==> src/hw/wb_com_pkg.sv <==
// shared widths, FIFO and tracker sizes, address windows and sequencer states of the commutator
`default_nettype none

package wb_com_pkg;

  // --------------------
  // wishbone bus widths
  // --------------------
  localparam int addr_w = 32;
  localparam int data_w = 32;
  localparam int sel_w  = data_w / 8;

  // header word is {address, select, write enable}
  localparam int hdr_w = addr_w + sel_w + 1;

  // --------------------
  // buffering
  // --------------------
  localparam int fifo_asize = 2;
  localparam int fifo_depth = 1 << fifo_asize;

  // outstanding requests held by the master side
  localparam int track_depth = 8;

  // --------------------
  // address windows
  // --------------------
  localparam logic [addr_w-1:0] s0_base = 32'h0000_0000;
  localparam logic [addr_w-1:0] s0_mask = 32'h0000_03ff;
  localparam logic [addr_w-1:0] s1_base = 32'h0000_1000;
  localparam logic [addr_w-1:0] s1_mask = 32'h0000_03ff;

  // slave side sequencer states
  localparam logic [1:0] st_idle   = 2'd0;
  localparam logic [1:0] st_strobe = 2'd1;
  localparam logic [1:0] st_wait   = 2'd2;

endpackage

`default_nettype wire
==> src/hw/com_req_if.sv <==
// request path of one slave, carries the show-ahead header and data FIFO outputs and pops
`timescale 1ns/1ps
`default_nettype none

interface com_req_if;

  // head entries of the header and data FIFOs
  logic [wb_com_pkg::hdr_w-1:0]  header;
  logic [wb_com_pkg::data_w-1:0] data;
  logic                          hempty;

  // pops from the slave side
  logic                          hrden;
  logic                          drden;

  modport master_mp (
    output header, data, hempty,
    input  hrden, drden
  );

  modport slave_mp (
    input  header, data, hempty,
    output hrden, drden
  );

endinterface

`default_nettype wire

==> src/hw/wb_com_top.sv <==
// commutator top level, connects one pipelined wishbone master to two wishbone slaves by address
`timescale 1ns/1ps
`default_nettype none

module wb_com_top (
  input  logic                          clk_i,
  input  logic                          rst_i,
  // --------------------
  // master port
  // --------------------
  input  logic [wb_com_pkg::addr_w-1:0] m_adr_i,
  input  logic [wb_com_pkg::data_w-1:0] m_dat_i,
  input  logic [wb_com_pkg::sel_w-1:0]  m_sel_i,
  input  logic                          m_cyc_i,
  input  logic                          m_stb_i,
  input  logic                          m_we_i,
  output logic [wb_com_pkg::data_w-1:0] m_dat_o,
  output logic                          m_ack_o,
  output logic                          m_stall_o,
  output logic                          m_err_o,
  // --------------------
  // slave 0 port
  // --------------------
  output logic [wb_com_pkg::addr_w-1:0] s0_adr_o,
  output logic [wb_com_pkg::data_w-1:0] s0_dat_o,
  output logic [wb_com_pkg::sel_w-1:0]  s0_sel_o,
  output logic                          s0_cyc_o,
  output logic                          s0_stb_o,
  output logic                          s0_we_o,
  input  logic [wb_com_pkg::data_w-1:0] s0_dat_i,
  input  logic                          s0_ack_i,
  input  logic                          s0_stall_i,
  // --------------------
  // slave 1 port
  // --------------------
  output logic [wb_com_pkg::addr_w-1:0] s1_adr_o,
  output logic [wb_com_pkg::data_w-1:0] s1_dat_o,
  output logic [wb_com_pkg::sel_w-1:0]  s1_sel_o,
  output logic                          s1_cyc_o,
  output logic                          s1_stb_o,
  output logic                          s1_we_o,
  input  logic [wb_com_pkg::data_w-1:0] s1_dat_i,
  input  logic                          s1_ack_i,
  input  logic                          s1_stall_i
);

  logic [wb_com_pkg::data_w-1:0] rsp0_data;
  logic                          rsp0_empty;
  logic                          rsp0_rden;
  logic [wb_com_pkg::data_w-1:0] rsp1_data;
  logic                          rsp1_empty;
  logic                          rsp1_rden;

  com_req_if req0_if ();
  com_req_if req1_if ();

  wb_com_master master_i (
    .clk_i        (clk_i),
    .rst_i        (rst_i),
    .m_adr_i      (m_adr_i),
    .m_dat_i      (m_dat_i),
    .m_sel_i      (m_sel_i),
    .m_cyc_i      (m_cyc_i),
    .m_stb_i      (m_stb_i),
    .m_we_i       (m_we_i),
    .m_dat_o      (m_dat_o),
    .m_ack_o      (m_ack_o),
    .m_stall_o    (m_stall_o),
    .m_err_o      (m_err_o),
    .req0         (req0_if.master_mp),
    .req1         (req1_if.master_mp),
    .rsp0_data_i  (rsp0_data),
    .rsp0_empty_i (rsp0_empty),
    .rsp0_rden_o  (rsp0_rden),
    .rsp1_data_i  (rsp1_data),
    .rsp1_empty_i (rsp1_empty),
    .rsp1_rden_o  (rsp1_rden)
  );

  wb_com_slave slave0_i (
    .clk_i       (clk_i),
    .rst_i       (rst_i),
    .req         (req0_if.slave_mp),
    .adr_o       (s0_adr_o),
    .dat_o       (s0_dat_o),
    .sel_o       (s0_sel_o),
    .cyc_o       (s0_cyc_o),
    .stb_o       (s0_stb_o),
    .we_o        (s0_we_o),
    .dat_i       (s0_dat_i),
    .ack_i       (s0_ack_i),
    .stall_i     (s0_stall_i),
    .rsp_data_o  (rsp0_data),
    .rsp_empty_o (rsp0_empty),
    .rsp_rden_i  (rsp0_rden)
  );

  wb_com_slave slave1_i (
    .clk_i       (clk_i),
    .rst_i       (rst_i),
    .req         (req1_if.slave_mp),
    .adr_o       (s1_adr_o),
    .dat_o       (s1_dat_o),
    .sel_o       (s1_sel_o),
    .cyc_o       (s1_cyc_o),
    .stb_o       (s1_stb_o),
    .we_o        (s1_we_o),
    .dat_i       (s1_dat_i),
    .ack_i       (s1_ack_i),
    .stall_i     (s1_stall_i),
    .rsp_data_o  (rsp1_data),
    .rsp_empty_o (rsp1_empty),
    .rsp_rden_i  (rsp1_rden)
  );

endmodule

`default_nettype wire

==> src/hw/wb_com_slave.sv <==
// slave side of the commutator, replays queued requests on one wishbone slave and buffers replies
`timescale 1ns/1ps
`default_nettype none

module wb_com_slave (
  input  logic                          clk_i,
  input  logic                          rst_i,
  // queued requests from the master side
  com_req_if.slave_mp                   req,
  // wishbone slave port
  output logic [wb_com_pkg::addr_w-1:0] adr_o,
  output logic [wb_com_pkg::data_w-1:0] dat_o,
  output logic [wb_com_pkg::sel_w-1:0]  sel_o,
  output logic                          cyc_o,
  output logic                          stb_o,
  output logic                          we_o,
  input  logic [wb_com_pkg::data_w-1:0] dat_i,
  input  logic                          ack_i,
  input  logic                          stall_i,
  // return path to the master side
  output logic [wb_com_pkg::data_w-1:0] rsp_data_o,
  output logic                          rsp_empty_o,
  input  logic                          rsp_rden_i
);

  logic [1:0]                    state;
  logic                          start;
  logic                          ack_ok;
  logic                          rsp_full;
  logic [wb_com_pkg::data_w-1:0] rsp_word;

  // only start when the reply has somewhere to go
  assign start     = (state == wb_com_pkg::st_idle) & ~req.hempty & ~rsp_full;
  assign req.hrden = start;
  assign req.drden = start & req.header[0];

  // ack counts once the strobe has been taken
  assign ack_ok = ack_i & (((state == wb_com_pkg::st_strobe) & ~stall_i)
                         | (state == wb_com_pkg::st_wait));

  // --------------------
  // request payload
  // --------------------
  always_ff @(posedge clk_i) begin
    if (start) begin
      adr_o <= req.header[wb_com_pkg::hdr_w-1 -: wb_com_pkg::addr_w];
      sel_o <= req.header[wb_com_pkg::sel_w:1];
      we_o  <= req.header[0];
      dat_o <= req.header[0] ? req.data : '0;
    end
  end

  // --------------------
  // cycle sequencer
  // --------------------
  always_ff @(posedge clk_i) begin
    if (rst_i) begin
      state <= wb_com_pkg::st_idle;
      cyc_o <= 1'b0;
      stb_o <= 1'b0;
    end else begin
      case (state)
        wb_com_pkg::st_idle: begin
          if (start) begin
            cyc_o <= 1'b1;
            stb_o <= 1'b1;
            state <= wb_com_pkg::st_strobe;
          end
        end
        wb_com_pkg::st_strobe: begin
          if (!stall_i) begin
            stb_o <= 1'b0;
            if (ack_i) begin
              cyc_o <= 1'b0;
              state <= wb_com_pkg::st_idle;
            end else begin
              state <= wb_com_pkg::st_wait;
            end
          end
        end
        wb_com_pkg::st_wait: begin
          if (ack_i) begin
            cyc_o <= 1'b0;
            state <= wb_com_pkg::st_idle;
          end
        end
        default: begin
          cyc_o <= 1'b0;
          stb_o <= 1'b0;
          state <= wb_com_pkg::st_idle;
        end
      endcase
    end
  end

  // writes return zero
  assign rsp_word = we_o ? '0 : dat_i;

  wb_com_fifo #(.width(wb_com_pkg::data_w)) rsp_fifo_i (
    .clk_i     (clk_i),
    .rst_i     (rst_i),
    .wr_en_i   (ack_ok),
    .wr_data_i (rsp_word),
    .rd_en_i   (rsp_rden_i),
    .rd_data_o (rsp_data_o),
    .full_o    (rsp_full),
    .empty_o   (rsp_empty_o)
  );

endmodule

`default_nettype wire

==> src/hw/wb_com_master.sv <==
// master side of the commutator, decodes requests into slave FIFOs and returns responses in order
`timescale 1ns/1ps
`default_nettype none

module wb_com_master (
  input  logic                          clk_i,
  input  logic                          rst_i,
  // wishbone master port
  input  logic [wb_com_pkg::addr_w-1:0] m_adr_i,
  input  logic [wb_com_pkg::data_w-1:0] m_dat_i,
  input  logic [wb_com_pkg::sel_w-1:0]  m_sel_i,
  input  logic                          m_cyc_i,
  input  logic                          m_stb_i,
  input  logic                          m_we_i,
  output logic [wb_com_pkg::data_w-1:0] m_dat_o,
  output logic                          m_ack_o,
  output logic                          m_stall_o,
  output logic                          m_err_o,
  // request paths to both slave sides
  com_req_if.master_mp                  req0,
  com_req_if.master_mp                  req1,
  // return paths
  input  logic [wb_com_pkg::data_w-1:0] rsp0_data_i,
  input  logic                          rsp0_empty_i,
  output logic                          rsp0_rden_o,
  input  logic [wb_com_pkg::data_w-1:0] rsp1_data_i,
  input  logic                          rsp1_empty_i,
  output logic                          rsp1_rden_o
);

  logic                               s0_hit;
  logic                               s1_hit;
  logic                               accept;
  logic                               rsp_done;
  logic                               sel1;
  logic [wb_com_pkg::hdr_w-1:0]       header;
  logic                               s0_hfull;
  logic                               s0_dfull;
  logic                               s1_hfull;
  logic                               s1_dfull;
  // tracker, newest entry at bit 0
  logic [wb_com_pkg::track_depth-1:0] trk_s1;
  logic [wb_com_pkg::track_depth-1:0] trk_miss;
  logic [wb_com_pkg::track_depth-1:0] trk_head;

  // --------------------
  // address decode
  // --------------------
  assign s0_hit = (m_adr_i & ~wb_com_pkg::s0_mask) == wb_com_pkg::s0_base;
  assign s1_hit = (m_adr_i & ~wb_com_pkg::s1_mask) == wb_com_pkg::s1_base;

  // stall on a full target FIFO or a full tracker
  assign m_stall_o = (s0_hit & (s0_hfull | s0_dfull))
                   | (s1_hit & (s1_hfull | s1_dfull))
                   | trk_head[wb_com_pkg::track_depth-1];

  assign accept = m_cyc_i & m_stb_i & ~m_stall_o;
  assign header = {m_adr_i, m_sel_i, m_we_i};

  // --------------------
  // in-order tracking
  // --------------------
  always_ff @(posedge clk_i) begin
    if (rst_i) begin
      trk_s1   <= '0;
      trk_miss <= '0;
    end else if (accept) begin
      trk_s1   <= {trk_s1[wb_com_pkg::track_depth-2:0], s1_hit};
      trk_miss <= {trk_miss[wb_com_pkg::track_depth-2:0], ~s0_hit & ~s1_hit};
    end
  end

  // head marks the oldest entry; it stays put when an accept and a response coincide
  always_ff @(posedge clk_i) begin
    if (rst_i) begin
      trk_head <= '0;
    end else if (rsp_done && !accept) begin
      trk_head <= {1'b0, trk_head[wb_com_pkg::track_depth-1:1]};
    end else if (accept && !rsp_done) begin
      trk_head <= {trk_head[wb_com_pkg::track_depth-2:0], ~|trk_head};
    end
  end

  assign sel1    = |(trk_head & trk_s1);
  assign m_err_o = |(trk_head & trk_miss);
  assign m_ack_o = (|trk_head) & ~m_err_o & (sel1 ? ~rsp1_empty_i : ~rsp0_empty_i);
  assign m_dat_o = sel1 ? rsp1_data_i : rsp0_data_i;

  assign rsp_done    = m_ack_o | m_err_o;
  assign rsp0_rden_o = m_ack_o & ~sel1;
  assign rsp1_rden_o = m_ack_o & sel1;

  // --------------------
  // request FIFOs
  // --------------------
  wb_com_fifo #(.width(wb_com_pkg::hdr_w)) s0_hdr_fifo_i (
    .clk_i     (clk_i),
    .rst_i     (rst_i),
    .wr_en_i   (accept & s0_hit),
    .wr_data_i (header),
    .rd_en_i   (req0.hrden),
    .rd_data_o (req0.header),
    .full_o    (s0_hfull),
    .empty_o   (req0.hempty)
  );

  // write data only, reads carry no payload
  wb_com_fifo #(.width(wb_com_pkg::data_w)) s0_dat_fifo_i (
    .clk_i     (clk_i),
    .rst_i     (rst_i),
    .wr_en_i   (accept & s0_hit & m_we_i),
    .wr_data_i (m_dat_i),
    .rd_en_i   (req0.drden),
    .rd_data_o (req0.data),
    .full_o    (s0_dfull),
    .empty_o   ()
  );

  wb_com_fifo #(.width(wb_com_pkg::hdr_w)) s1_hdr_fifo_i (
    .clk_i     (clk_i),
    .rst_i     (rst_i),
    .wr_en_i   (accept & s1_hit),
    .wr_data_i (header),
    .rd_en_i   (req1.hrden),
    .rd_data_o (req1.header),
    .full_o    (s1_hfull),
    .empty_o   (req1.hempty)
  );

  wb_com_fifo #(.width(wb_com_pkg::data_w)) s1_dat_fifo_i (
    .clk_i     (clk_i),
    .rst_i     (rst_i),
    .wr_en_i   (accept & s1_hit & m_we_i),
    .wr_data_i (m_dat_i),
    .rd_en_i   (req1.drden),
    .rd_data_o (req1.data),
    .full_o    (s1_dfull),
    .empty_o   ()
  );

endmodule

`default_nettype wire

==> src/hw/wb_com_fifo.sv <==
// synchronous show-ahead FIFO with full and empty flags, holds headers, write data and responses
`timescale 1ns/1ps
`default_nettype none

module wb_com_fifo #(
  parameter int width = 32
) (
  input  logic             clk_i,
  input  logic             rst_i,
  input  logic             wr_en_i,
  input  logic [width-1:0] wr_data_i,
  input  logic             rd_en_i,
  output logic [width-1:0] rd_data_o,
  output logic             full_o,
  output logic             empty_o
);

  logic [width-1:0]                 mem [wb_com_pkg::fifo_depth];
  logic [wb_com_pkg::fifo_asize-1:0] wr_ptr;
  logic [wb_com_pkg::fifo_asize-1:0] rd_ptr;
  logic [wb_com_pkg::fifo_asize:0]   count;
  logic                             wr_ok;
  logic                             rd_ok;

  // writes into a full FIFO and pops of an empty one are ignored
  assign wr_ok = wr_en_i & ~full_o;
  assign rd_ok = rd_en_i & ~empty_o;

  always_ff @(posedge clk_i) begin
    if (wr_ok) begin
      mem[wr_ptr] <= wr_data_i;
    end
  end

  // --------------------
  // pointers and fill level
  // --------------------
  always_ff @(posedge clk_i) begin
    if (rst_i) begin
      wr_ptr <= '0;
      rd_ptr <= '0;
      count  <= '0;
    end else begin
      if (wr_ok) begin
        wr_ptr <= wr_ptr + 1'b1;
      end
      if (rd_ok) begin
        rd_ptr <= rd_ptr + 1'b1;
      end
      case ({wr_ok, rd_ok})
        2'b10:   count <= count + 1'b1;
        2'b01:   count <= count - 1'b1;
        default: count <= count;
      endcase
    end
  end

  // show-ahead, head entry is always on the output
  assign rd_data_o = mem[rd_ptr];

  // depth is a power of two, so the top count bit means full
  assign full_o  = count[wb_com_pkg::fifo_asize];
  assign empty_o = (count == '0);

endmodule

`default_nettype wire

==> config.mk <==
export PLATFORM = sky130hd
export DESIGN_NAME = wb_com_top
export DESIGN_NICKNAME = d
export VERILOG_FILES = /design/src/hw/wb_com_pkg.sv /design/src/hw/com_req_if.sv /design/src/hw/wb_com_top.sv /design/src/hw/wb_com_slave.sv /design/src/hw/wb_com_master.sv /design/src/hw/wb_com_fifo.sv
export SDC_FILE = /design/constraint.sdc
export NUM_CORES = 1
export LEC_CHECK = 0
export ABC_AREA = 1
export BUFFER_PORTS_ARGS = -buffer_cell sky130_fd_sc_hd__buf_2
export CAP_MARGIN = 10
export CORE_ASPECT_RATIO = 0.75
export CORE_MARGIN = 4
export CORE_UTILIZATION = 25
export CTS_BUF_LIST = sky130_fd_sc_hd__clkbuf_2
export DETAILED_ROUTE_END_ITERATION = 6
export HOLD_SLACK_MARGIN = 0.15
export SETUP_SLACK_MARGIN = 0.3
export SLEW_MARGIN = 5
export SYNTH_ARGS = -nofsm -noshare
export SYNTH_HDL_FRONTEND = slang
export SYNTH_SLANG_ARGS = --single-unit
==> constraint.sdc <==
create_clock -name clk_i -period 10 [get_ports clk_i]
set_clock_uncertainty 0.2 [all_clocks]
set_input_delay 0.5 -clock clk_i [delete_from_list [all_inputs] [get_ports clk_i]]
set_output_delay 0.5 -clock clk_i [all_outputs]
set_load 0.02 [all_outputs]
; ---- Yosys cells after proc, flatten, opt, wreduce, memory -nomap -nowiden
; Memory sizes are Yosys's and may differ from the RTL's. A register that Yosys moved wholly into a read port is not among the register bits.
; Cells that the tools add are included.
[totals]
elab_cells = 239
ram_bits = 808
memories = 6
regBits = 148
input_bits = 141
[memory_table]
columns = memory, depth, width, rd, rd_clocked_by_memory_dff, wr, line
row1 = master_i.s0_hdr_fifo_i.mem, 4, 37, 1, 1, 1, wb_com_fifo.sv:18  ; logic [width-1:0] mem [wb_com_pkg::fifo_depth];
row2 = master_i.s1_hdr_fifo_i.mem, 4, 37, 1, 1, 1, wb_com_fifo.sv:18
row3 = master_i.s0_dat_fifo_i.mem, 4, 32, 1, 1, 1, wb_com_fifo.sv:18
row4 = master_i.s1_dat_fifo_i.mem, 4, 32, 1, 1, 1, wb_com_fifo.sv:18
row5 = slave0_i.rsp_fifo_i.mem, 4, 32, 1, 1, 1, wb_com_fifo.sv:18
row6 = slave1_i.rsp_fifo_i.mem, 4, 32, 1, 1, 1, wb_com_fifo.sv:18
[op_classes]
muxes = 54
n_addsub = 24
n_eq_ne = 23
reduce_logical = 33
n_bitwise = 65
[op_table]
columns = operator, count
row1 = $mux 32, 3
row2 = $pmux 3 s2, 6
row3 = $and 1x1->1, 35
row4 = $logic_not 32->1, 1
row5 = $mux 2, 16
row6 = $add 2x1->2 const B, 12
row7 = $reduce_or 8->1, 3
row8 = $eq 22x3->1 const B, 1
row9 = $mux 1, 21
row10 = $not 1->1, 21
row11 = $add 3x1->3 const B, 6
row12 = $logic_not 3->1, 6
row13 = $sub 3x1->3 const B, 6
row14 = $and 8x8->8, 2
row15 = $eq 2x1->1 const B, 8
row16 = $eq 2x2->1 const B, 8
row17 = $mux 7, 2
row18 = $reduce_bool 2->1, 7
row19 = $ne 2x2->1 const B, 6
row20 = $pmux 1 s3, 4
row21 = $pmux 2 s3, 2
row22 = $reduce_and 3->1, 4
row23 = $or 1x1->1, 7
row24 = $logic_not 1->1, 5
row25 = other kinds (4), 7

; ---- Longest topological paths before layout
; Gate-level depths: netlist of run 1.
[logic_depth]
ltp_word = 11
mapped_depth = 17

; ---- Hierarchy
; A second synthesis of run 1 with hierarchy kept.
[hier_totals]
cells_unflattened = 3145
area_unflattened_um2 = 40393.7
[by_module_without_submodules]
columns = module, area_each_um2, seq_area_each_um2, cells_per_inst, instances
row1 = wb_com_fifo (master_i.s0_dat_fifo_i ...), 5246.3, 4023.9, 375, 4
row2 = wb_com_fifo (master_i.s0_hdr_fifo_i ...), 5957.0, 4624.4, 424, 2
row3 = wb_com_slave, 2871.5, 2152.1, 245, 2
row4 = wb_com_master, 1751.7, 480.5, 307, 1

; ---- Worst setup path before layout of run 1
; Ideal clock, no wire load.
[synth_path]
path_type = register to register
startpoint = reg slave1_i.state[0]
endpoint = reg slave1_i.adr_o[0] in the netlist's numbering, enable pin
setup_time_ns = 0.581
setup_slack_ns = 3.808
n_path_buf = 0
t_arrival_ns = 5.411
stages_incl_launch_ff = 5
cell_sequence = dfxtp_1 > inv_1 > ha_1 > inv_1 > nor3_1
[synth_via]
elab_chain_len = 3
[synth_lines]
columns = element, line
row1 = "start, declared", wb_com_slave.sv:26  ; logic [1:0] state;
row2 = "start signal, assigned", wb_com_slave.sv:58  ; state <= wb_com_pkg::st_idle;
row3 = "start signal, assigned", wb_com_slave.sv:67  ; state <= wb_com_pkg::st_strobe;
row4 = "start signal, assigned", wb_com_slave.sv:75  ; state <= wb_com_pkg::st_idle;
row5 = $logic_not 2->1, wb_com_slave.sv:33  ; assign start = (state == wb_com_pkg::st_idle) & ~req.hempty & ~rsp_full;
row6 = $and 1x1->1 (2 in a row), wb_com_slave.sv:33
row7 = net master_i.req1.hrden, com_req_if.sv:18  ; input hrden, drden
row8 = "end signal, assigned", wb_com_slave.sv:46  ; adr_o <= req.header[wb_com_pkg::hdr_w-1 -: wb_com_pkg::addr_w];
row9 = "end, declared", wb_com_slave.sv:11  ; output logic [wb_com_pkg::addr_w-1:0] adr_o,
; The timed path passes the listed nets, and every way through them passes these cells.
; A chain may end at the register's enable or synchronous reset.

==> run_results.csv, run 1 <==
group,metric,value,unit
status,outcome,"finished clean",
timing,maxSlewHeadroom,21.0,%
timing,fmax,202,MHz
timing,hold_violations,0,
die,fp.dieArea,0.165,sq mm
synthesis,synth_top_area_share,71.7,%
critical_path,end_kind,"primary output",
critical_path,crit_cells,7,
synthesis,synth_warnings,0,
clocking,cts_buffers,279,
timing,fin_crit_sh,49.6,%
drt,routed_via_density,4.34,
drt,wl_per_cell,17.7,um
die,start_util,25.2,%
critical_path,crit_slowest_cell,"inv_2",
synthesis,syn_area,0.0396,sq mm
timing,setup_viol,0,
global_route,grt_pass1_vias,27600,
critical_path,critPathBufInv,3,
synthesis,yosysSeqAreaShare,75.9,%
drt,first_pass_iters,7,
power,ir_drop,0.170,mV
worst_hold_path,holdPathEnd,"master_i.trk_miss[4]$_SDFFE_PP0P_",
timing,worst_slew_pin_slew,1.18,ns
placement,place_hpwl,62.6,mm
die,core,0.157,sq mm
worst_hold_path,hold_depth,2,
global_route,grt_use_total,13.3,%
critical_path,cpPeakStageDelay,0.94,ns
power,total_power,11300,uW
final_layout,syn_to_final_growth,27.0,%
clocking,cts_root_buf,"clkbuf_2",
final_layout,final_area,0.0503,sq mm
critical_path,rr_startpoint,"master_i.s1_dat_fifo_i.count[2]$_SDFFE_PP0P_",
critical_path,crit_arrival,4.26,ns
global_route,overflow,0,
die,die_y,353,um
synthesis,synth_nets,3254,
clocking,path_clk_slew,0.10,ns
placement,io_buffers,317,
die,pin_count,318,
synthesis,ys_ff_latch,1028,
clocking,cts_resized,0,
critical_path,cpMostUsedCell,"nor2_1",
drt,drt_wl_total,111,mm
critical_path,crit_fanout,65,
critical_path,crit_family,"buffers and inverters",
synthesis,synthCells,3069,
clocking,h-tree-depth,5,
drt,drtIter0Drc,2016,
final_layout,final_core_utilization,32.0,%
drt,drc,0,
die,rows,126,
drt,detail-route-antenna-nets,0,
clocking,clock-sinks,1028,
critical_path,reg2reg_depth,9,
timing,whs,0.211,ns
timing,timing_max_transition_violations_final,0,
global_route,grt_max_degree,76,
synthesis,async_reset_ff_share,0,%
worst_hold_path,hp-class,"flop to flop",
global_route,grt_first_pass_wirelength,168,mm
clocking,cts_buffer_depth,4,
power,pwr_density_cell,224,mW/mm^2
timing,fin_setup_tns,0,ns
synthesis,syn-mean-instance-area,12.9,sq um
clocking,cts_tree,"yes",
synthesis,synth_commonest_cells,"edfxtp_1 (946), nor2_1 (689), o21ai_0 (418)",
die,die_w,468,um
placement,gp_congestion,0.751,
critical_path,required,9.30,ns
power,leakage,0.0186,uW
clocking,hold_buffers,417,
timing,fin_crit,4.96,ns
synthesis,synth_edf_count,946,
synthesis,synth_top_area_cell,"edfxtp_1",
clocking,clock_latency,1.49,ns
synthesis,ys.flop_type,"edfxtp_1",
critical_path,critPathLaunchType,"flop",
global_route,antenna_found_initial,6,
worst_hold_path,worstHoldStart,"master_i.trk_miss[3]$_SDFFE_PP0P_",
synthesis,synth_most_common_cell,"edfxtp_1",
synthesis,yosys-top-cells-area,"edfxtp_1 (72%), nor2_1 (6.5%), o21ai_0 (5.3%)",
final_layout,drive_gt1_share,19.7,%
clocking,postCtsSetupBuffers,0,
critical_path,path_cells,"buf_4 > inv_2 > nor2_1 > o32ai_1 > nor2_1 > a31oi_1 > buf_2",
placement,placed_area,0.0438,sq mm
job,cap_violations,0,
critical_path,critical_path_class,"flop to primary output",
final_layout,num-nets-final,4167,
critical_path,r2r_end,"master_i.s0_hdr_fifo_i.mem[0][5]$_DFFE_PP_",
critical_path,rrSetupSlack,5.99,ns
drt,vias,27200,
synthesis,yosys.cell_types.count,40,
timing,rsz0062_at_grt,"false",
worst reg2reg max path, stage by stage, from the launching register on:
cell and delay [ns]:
dfxtp_1 0.34, inv_1 0.10, nand2_1 0.09, nand4_1 0.13, nand3_2 0.13, nor2_4 0.11, dlygate4sd3_1 1.24, nand2_2 0.43
nor2_4 0.17, buf_4 0.55
cells by family after synthesis:
kind of cell	synth area share [%]
DFF	75.9
and+or+nand+nor	8.60
buffers and inverters	4.05
AOI/OAI and AO/OA	9.90
xor gates and xnor gates	0.0443
adders and majority gates	1.50
flip-flops by register name, summed over array words and instances (netlist names), 128 cells and up, named ones only:
| name | count |
|---|---|
| master_i.s0_hdr_fifo_i.mem | 148 |
| master_i.s1_hdr_fifo_i.mem | 148 |
| master_i.s0_dat_fifo_i.mem | 128 |
| master_i.s1_dat_fifo_i.mem | 128 |
| slave0_i.rsp_fifo_i.mem | 128 |
| slave1_i.rsp_fifo_i.mem | 128 |
routing by layer:
metal  global-route usage (%)  part of all wire (%)  vias up
li1                         -                     -    12900
met1                     16.9                    43    13200
met2                     21.7                    48      894
met3                     3.28                   6.0      198
met4                     5.12                   2.8        0
met5                        0                     0        -
per-stage QoR:
stage | instances | setup slack [ns]
after global placement | 5396 | 6.20
after floorplan | 3069 | 3.81
final | 6267 | 5.04
after detailed placement | 5396 | 6.20
after CTS | 6256 | 4.46
after global routing | 6263 | 4.41
power breakdown:
part           switching [uW]  total (uW)  internal, uW  leakage (uW)
registers                 171        5510          5340       0.00928
logic                    2130        2940           816       0.00761
clock network            1690        2820          1140       0.00174
cell type report:
cell class              count  area, sq um
fillers                 15800       107000
well taps                2112         2640
repair buffers            788         6170
flip-flops and latches   1028        30100
clock buffers             365         1830
inverters                 263          991
multi-input cells        1622         8130
diodes                     11         27.5
clock inverters            78          464
layout by cell type (no fill, tap or decap), types with 3 or more instances in the layout:
master / count
o21ai_0: 418
buf_4: 54
inv_1: 245
a31oi_1: 32
diode_2: 11
edfxtp_1: 946
nor2_2: 3
clkinv_2: 9
buf_2: 317
nand3_1: 14
a22o_1: 4
nor3_1: 9
o32ai_1: 32
fa_1: 6
a21oi_1: 57
nor3_4: 3
dfxtp_2: 7
ha_1: 38
clkbuf_2: 365
nand2_2: 3
nor2_1: 665
nand4_1: 7
nand2_1: 130
inv_2: 15
dlygate4sd3_1: 417
clkinv_1: 64
o21ai_1: 25
o22ai_1: 136
bufinv_16: 6
nor2_4: 25
dfxtp_1: 75
worst max-delay path by stage:
| stage | to | slack, ns | startpoint |
|---|---|---|---|
| CTS | m_dat_o[9] | 4.46 | flop |
| global route | m_dat_o[9] | 4.41 | flop |
| floorplan | slave1_i.adr_o[0]$_DFFE_PP_ | 3.81 | slave1_i.state[0]$_SDFFE_PP0P_ |
| finish | m_dat_o[9] | 5.04 | flop |
| detailed placement | m_dat_o[9] | 6.20 | flop |
| global placement | m_dat_o[9] | 6.20 | flop |
(Power assumes the default switching activity.)
==> run 2, diff against run 1 <==
- ABC_AREA: 1 -> 0
- clock period: 10 -> 4.1 ns (I/O delays scaled with it)
==> run 2 against run 1 <==
  * Wire length decreased by 9.6%
  * Critical path depth increased by 4
  * Hold slack improved by 0.048 ns
  * Via count decreased by 20%
  * Critical path type is now input pin to flop
  * Largest power group unchanged
==> run_results.csv, run 2 <==
group,metric,value,unit
status,outcome,"finished clean",
global_route,grt_pass1_vias,23100,
synthesis,synth_fa_ha_area_share,1.53,%
timing,rsz0062_at_grt,"true",
final_layout,layout_common_cells,"edfxtp_1 (946), dlygate4sd3_1 (452), clkbuf_2 (381)",
placement,place_hpwl,58.1,mm
timing,setup_viol,0,
synthesis,async_reset_ff_share,0,%
clocking,h-tree-depth,5,
synthesis,synth_commonest_cells,"edfxtp_1 (946), mux4_2 (201), and2_1 (90)",
synthesis,ys_ff_latch,1028,
critical_path,required,4.95,ns
die,die_w,464,um
synthesis,synth_top_family_by_area,"multiplexers",
global_route,grt_use_total,12.2,%
power,leakage,0.0172,uW
drt,drc,0,
synthesis,yosysSeqAreaShare,77.1,%
synthesis,synth_most_common_cell,"edfxtp_1",
power,pwr_density_cell,372,mW/mm^2
critical_path,critical_path_class,"input pin to flop",
final_layout,final_area,0.0509,sq mm
drt,drtIter0Drc,1575,
synthesis,synthSimpleGateAreaFrac,4.79,%
drt,vias,21700,
final_layout,ff_latch_area,0.0301,sq mm
synthesis,yosys-top-cells-area,"edfxtp_1 (73%), mux4_2 (12%), dfxtp_1 (4.2%)",
die,rows,125,
synthesis,synth_top_area_cell,"edfxtp_1",
critical_path,crit_arrival,4.70,ns
final_layout,multi_input_area,0.00853,sq mm
clocking,cts_tree,"yes",
timing,fmax,260,MHz
worst_hold_path,hp-class,"flop to flop",
placement,placed_area,0.0435,sq mm
timing,hold_violations,0,
synthesis,synth_mux_area_share,13.5,%
timing,fin_crit,3.85,ns
synthesis,synth_xor_area_share,0.449,%
timing,fin_crit_sh,93.9,%
synthesis,synth_top_area_share,72.9,%
global_route,grt_max_degree,41,
final_layout,drive_gt1_share,35.2,%
timing,maxSlewHeadroom,25.7,%
global_route,grt_first_pass_wirelength,148,mm
final_layout,syn_to_final_growth,30.5,%
die,core,0.155,sq mm
clocking,cts_buffers,278,
clocking,clock-sinks,1028,
drt,first_pass_iters,5,
synthesis,synth_edf_count,946,
final_layout,reg_top3,"master_i.s0_hdr_fifo_i.mem x148, master_i.s1_hdr_fifo_i.mem x148",
critical_path,end_kind,"flop",
final_layout,final_common_cell,"edfxtp_1",
job,cap_violations,0,
critical_path,crit_fanout,32,
synthesis,syn-mean-instance-area,20.8,sq um
timing,fin_setup_tns,0,ns
global_route,antenna_found_initial,7,
placement,gp_congestion,0.714,
die,fp.dieArea,0.162,sq mm
clocking,cts_buffer_depth,4,
die,die_y,350,um
synthesis,yosys.cell_types.count,66,
synthesis,syn_area,0.0390,sq mm
power,ir_drop,0.226,mV
global_route,overflow,0,
synthesis,synth_warnings,0,
final_layout,num-nets-final,3099,
drt,drt_wl_total,100,mm
synthesis,synth-compound-area-share,1.30,%
synthesis,synth_nets,2059,
placement,io_buffers,317,
die,pin_count,318,
timing,timing_max_transition_violations_final,0,
synthesis,synthCells,1874,
die,start_util,25.2,%
clocking,path_clk_slew,0.10,ns
drt,wl_per_cell,19.4,um
clocking,cts_root_buf,"clkbuf_2",
synthesis,ys.flop_type,"edfxtp_1",
drt,detail-route-antenna-nets,0,
final_layout,fillerInstances,14900,
drt,routed_via_density,4.19,
timing,worst_slew_pin_slew,1.11,ns
critical_path,critPathLaunchType,"input pin",
clocking,clock_latency,1.60,ns
-- run 2: power breakdown --
part	switching [uW]	internal, uW	total, uW
Combinational	231	334	564
Clock	4140	2850	6990
Sequential	3.20	11400	11400
-- run 2: critical path: stages --
cell and delay (ns):
dlygate4sd3_1 0.56, buf_2 0.13, dlygate4sd3_1 0.55, dlygate4sd3_1 0.60, nor3_1 0.37, nand4_1 0.33, dlygate4sd3_1 0.71, buf_4 0.19
nor3_2 0.33, and2_2 0.21, buf_4 0.49
-- run 2: layout make-up --
cell class | instances | area share (%)
clock inverters | 61 | 0.777
well taps | 2095 | 5.15
flip-flops and latches | 1028 | 59.1
repair buffers | 837 | 14.0
inverters | 50 | 0.384
clock buffers | 381 | 3.75
multi-input cells | 719 | 16.8
diodes | 10 | 0.0492
-- run 2: layer usage --
layer  global-route usage, %  up-vias  share of wire (%)
li1                        -     9735                  -
met1                    15.8    11100                 43
met2                    19.7      668                 49
met3                    3.08      184                5.8
met4                    4.88        2                2.5
met5                       0        -             0.0070
-- run 2: cell families after synthesis --
kind of cell             count (synthesis)
buffers and inverters                  127
XOR/XNOR                                20
adder cells (fa/ha/maj)                 44
AO/OA/AOI/OAI                           75
multiplexers                           267
flip-flops                            1028
AND/OR/NAND/NOR                        313
-- run 2: worst paths after layout --
check                                                 end                               from  depth (start not counted)  slack [ns]
max            master_i.s1_dat_fifo_i.mem[3][2]$_DFFE_PP_                        m_adr_i[29]                         11        0.25
min                       master_i.trk_s1[1]$_SDFFE_PP0P_    master_i.trk_s1[0]$_SDFFE_PP0P_                          2        0.26
max reg2reg  master_i.s0_dat_fifo_i.count[0]$_SDFFE_PP0P_  master_i.trk_head[7]$_SDFFE_PP0P_                         10        0.54
min reg2reg               master_i.trk_s1[1]$_SDFFE_PP0P_    master_i.trk_s1[0]$_SDFFE_PP0P_                          2        0.26
-- run 2: stage by stage --
stage                     std cells  hold WS (ns)  total power [uW]  setup slack, ns  utilization [%]
after global routing           5181         0.154             19900            0.139             32.8
after floorplan                1874         0.104             11700             1.12                -
after CTS                      5169         0.151             19200            0.231             32.8
after global placement         4261         0.252             11800            0.764             28.0
after detailed placement       4261         0.250             11900            0.694             28.0
final                          5181         0.259             18900            0.251             32.8
-- run 2: what timing repair did --
item / CTS / global route
setup buffers: 11 / 2
endpoints found under the setup margin: 33 / 67
pin swaps: 4 / 0
cloned: 3 / 0
gates resized for setup: 102 / 3
endpoints found under the hold margin: 1698 / 0
hold buffers: 452 / 0
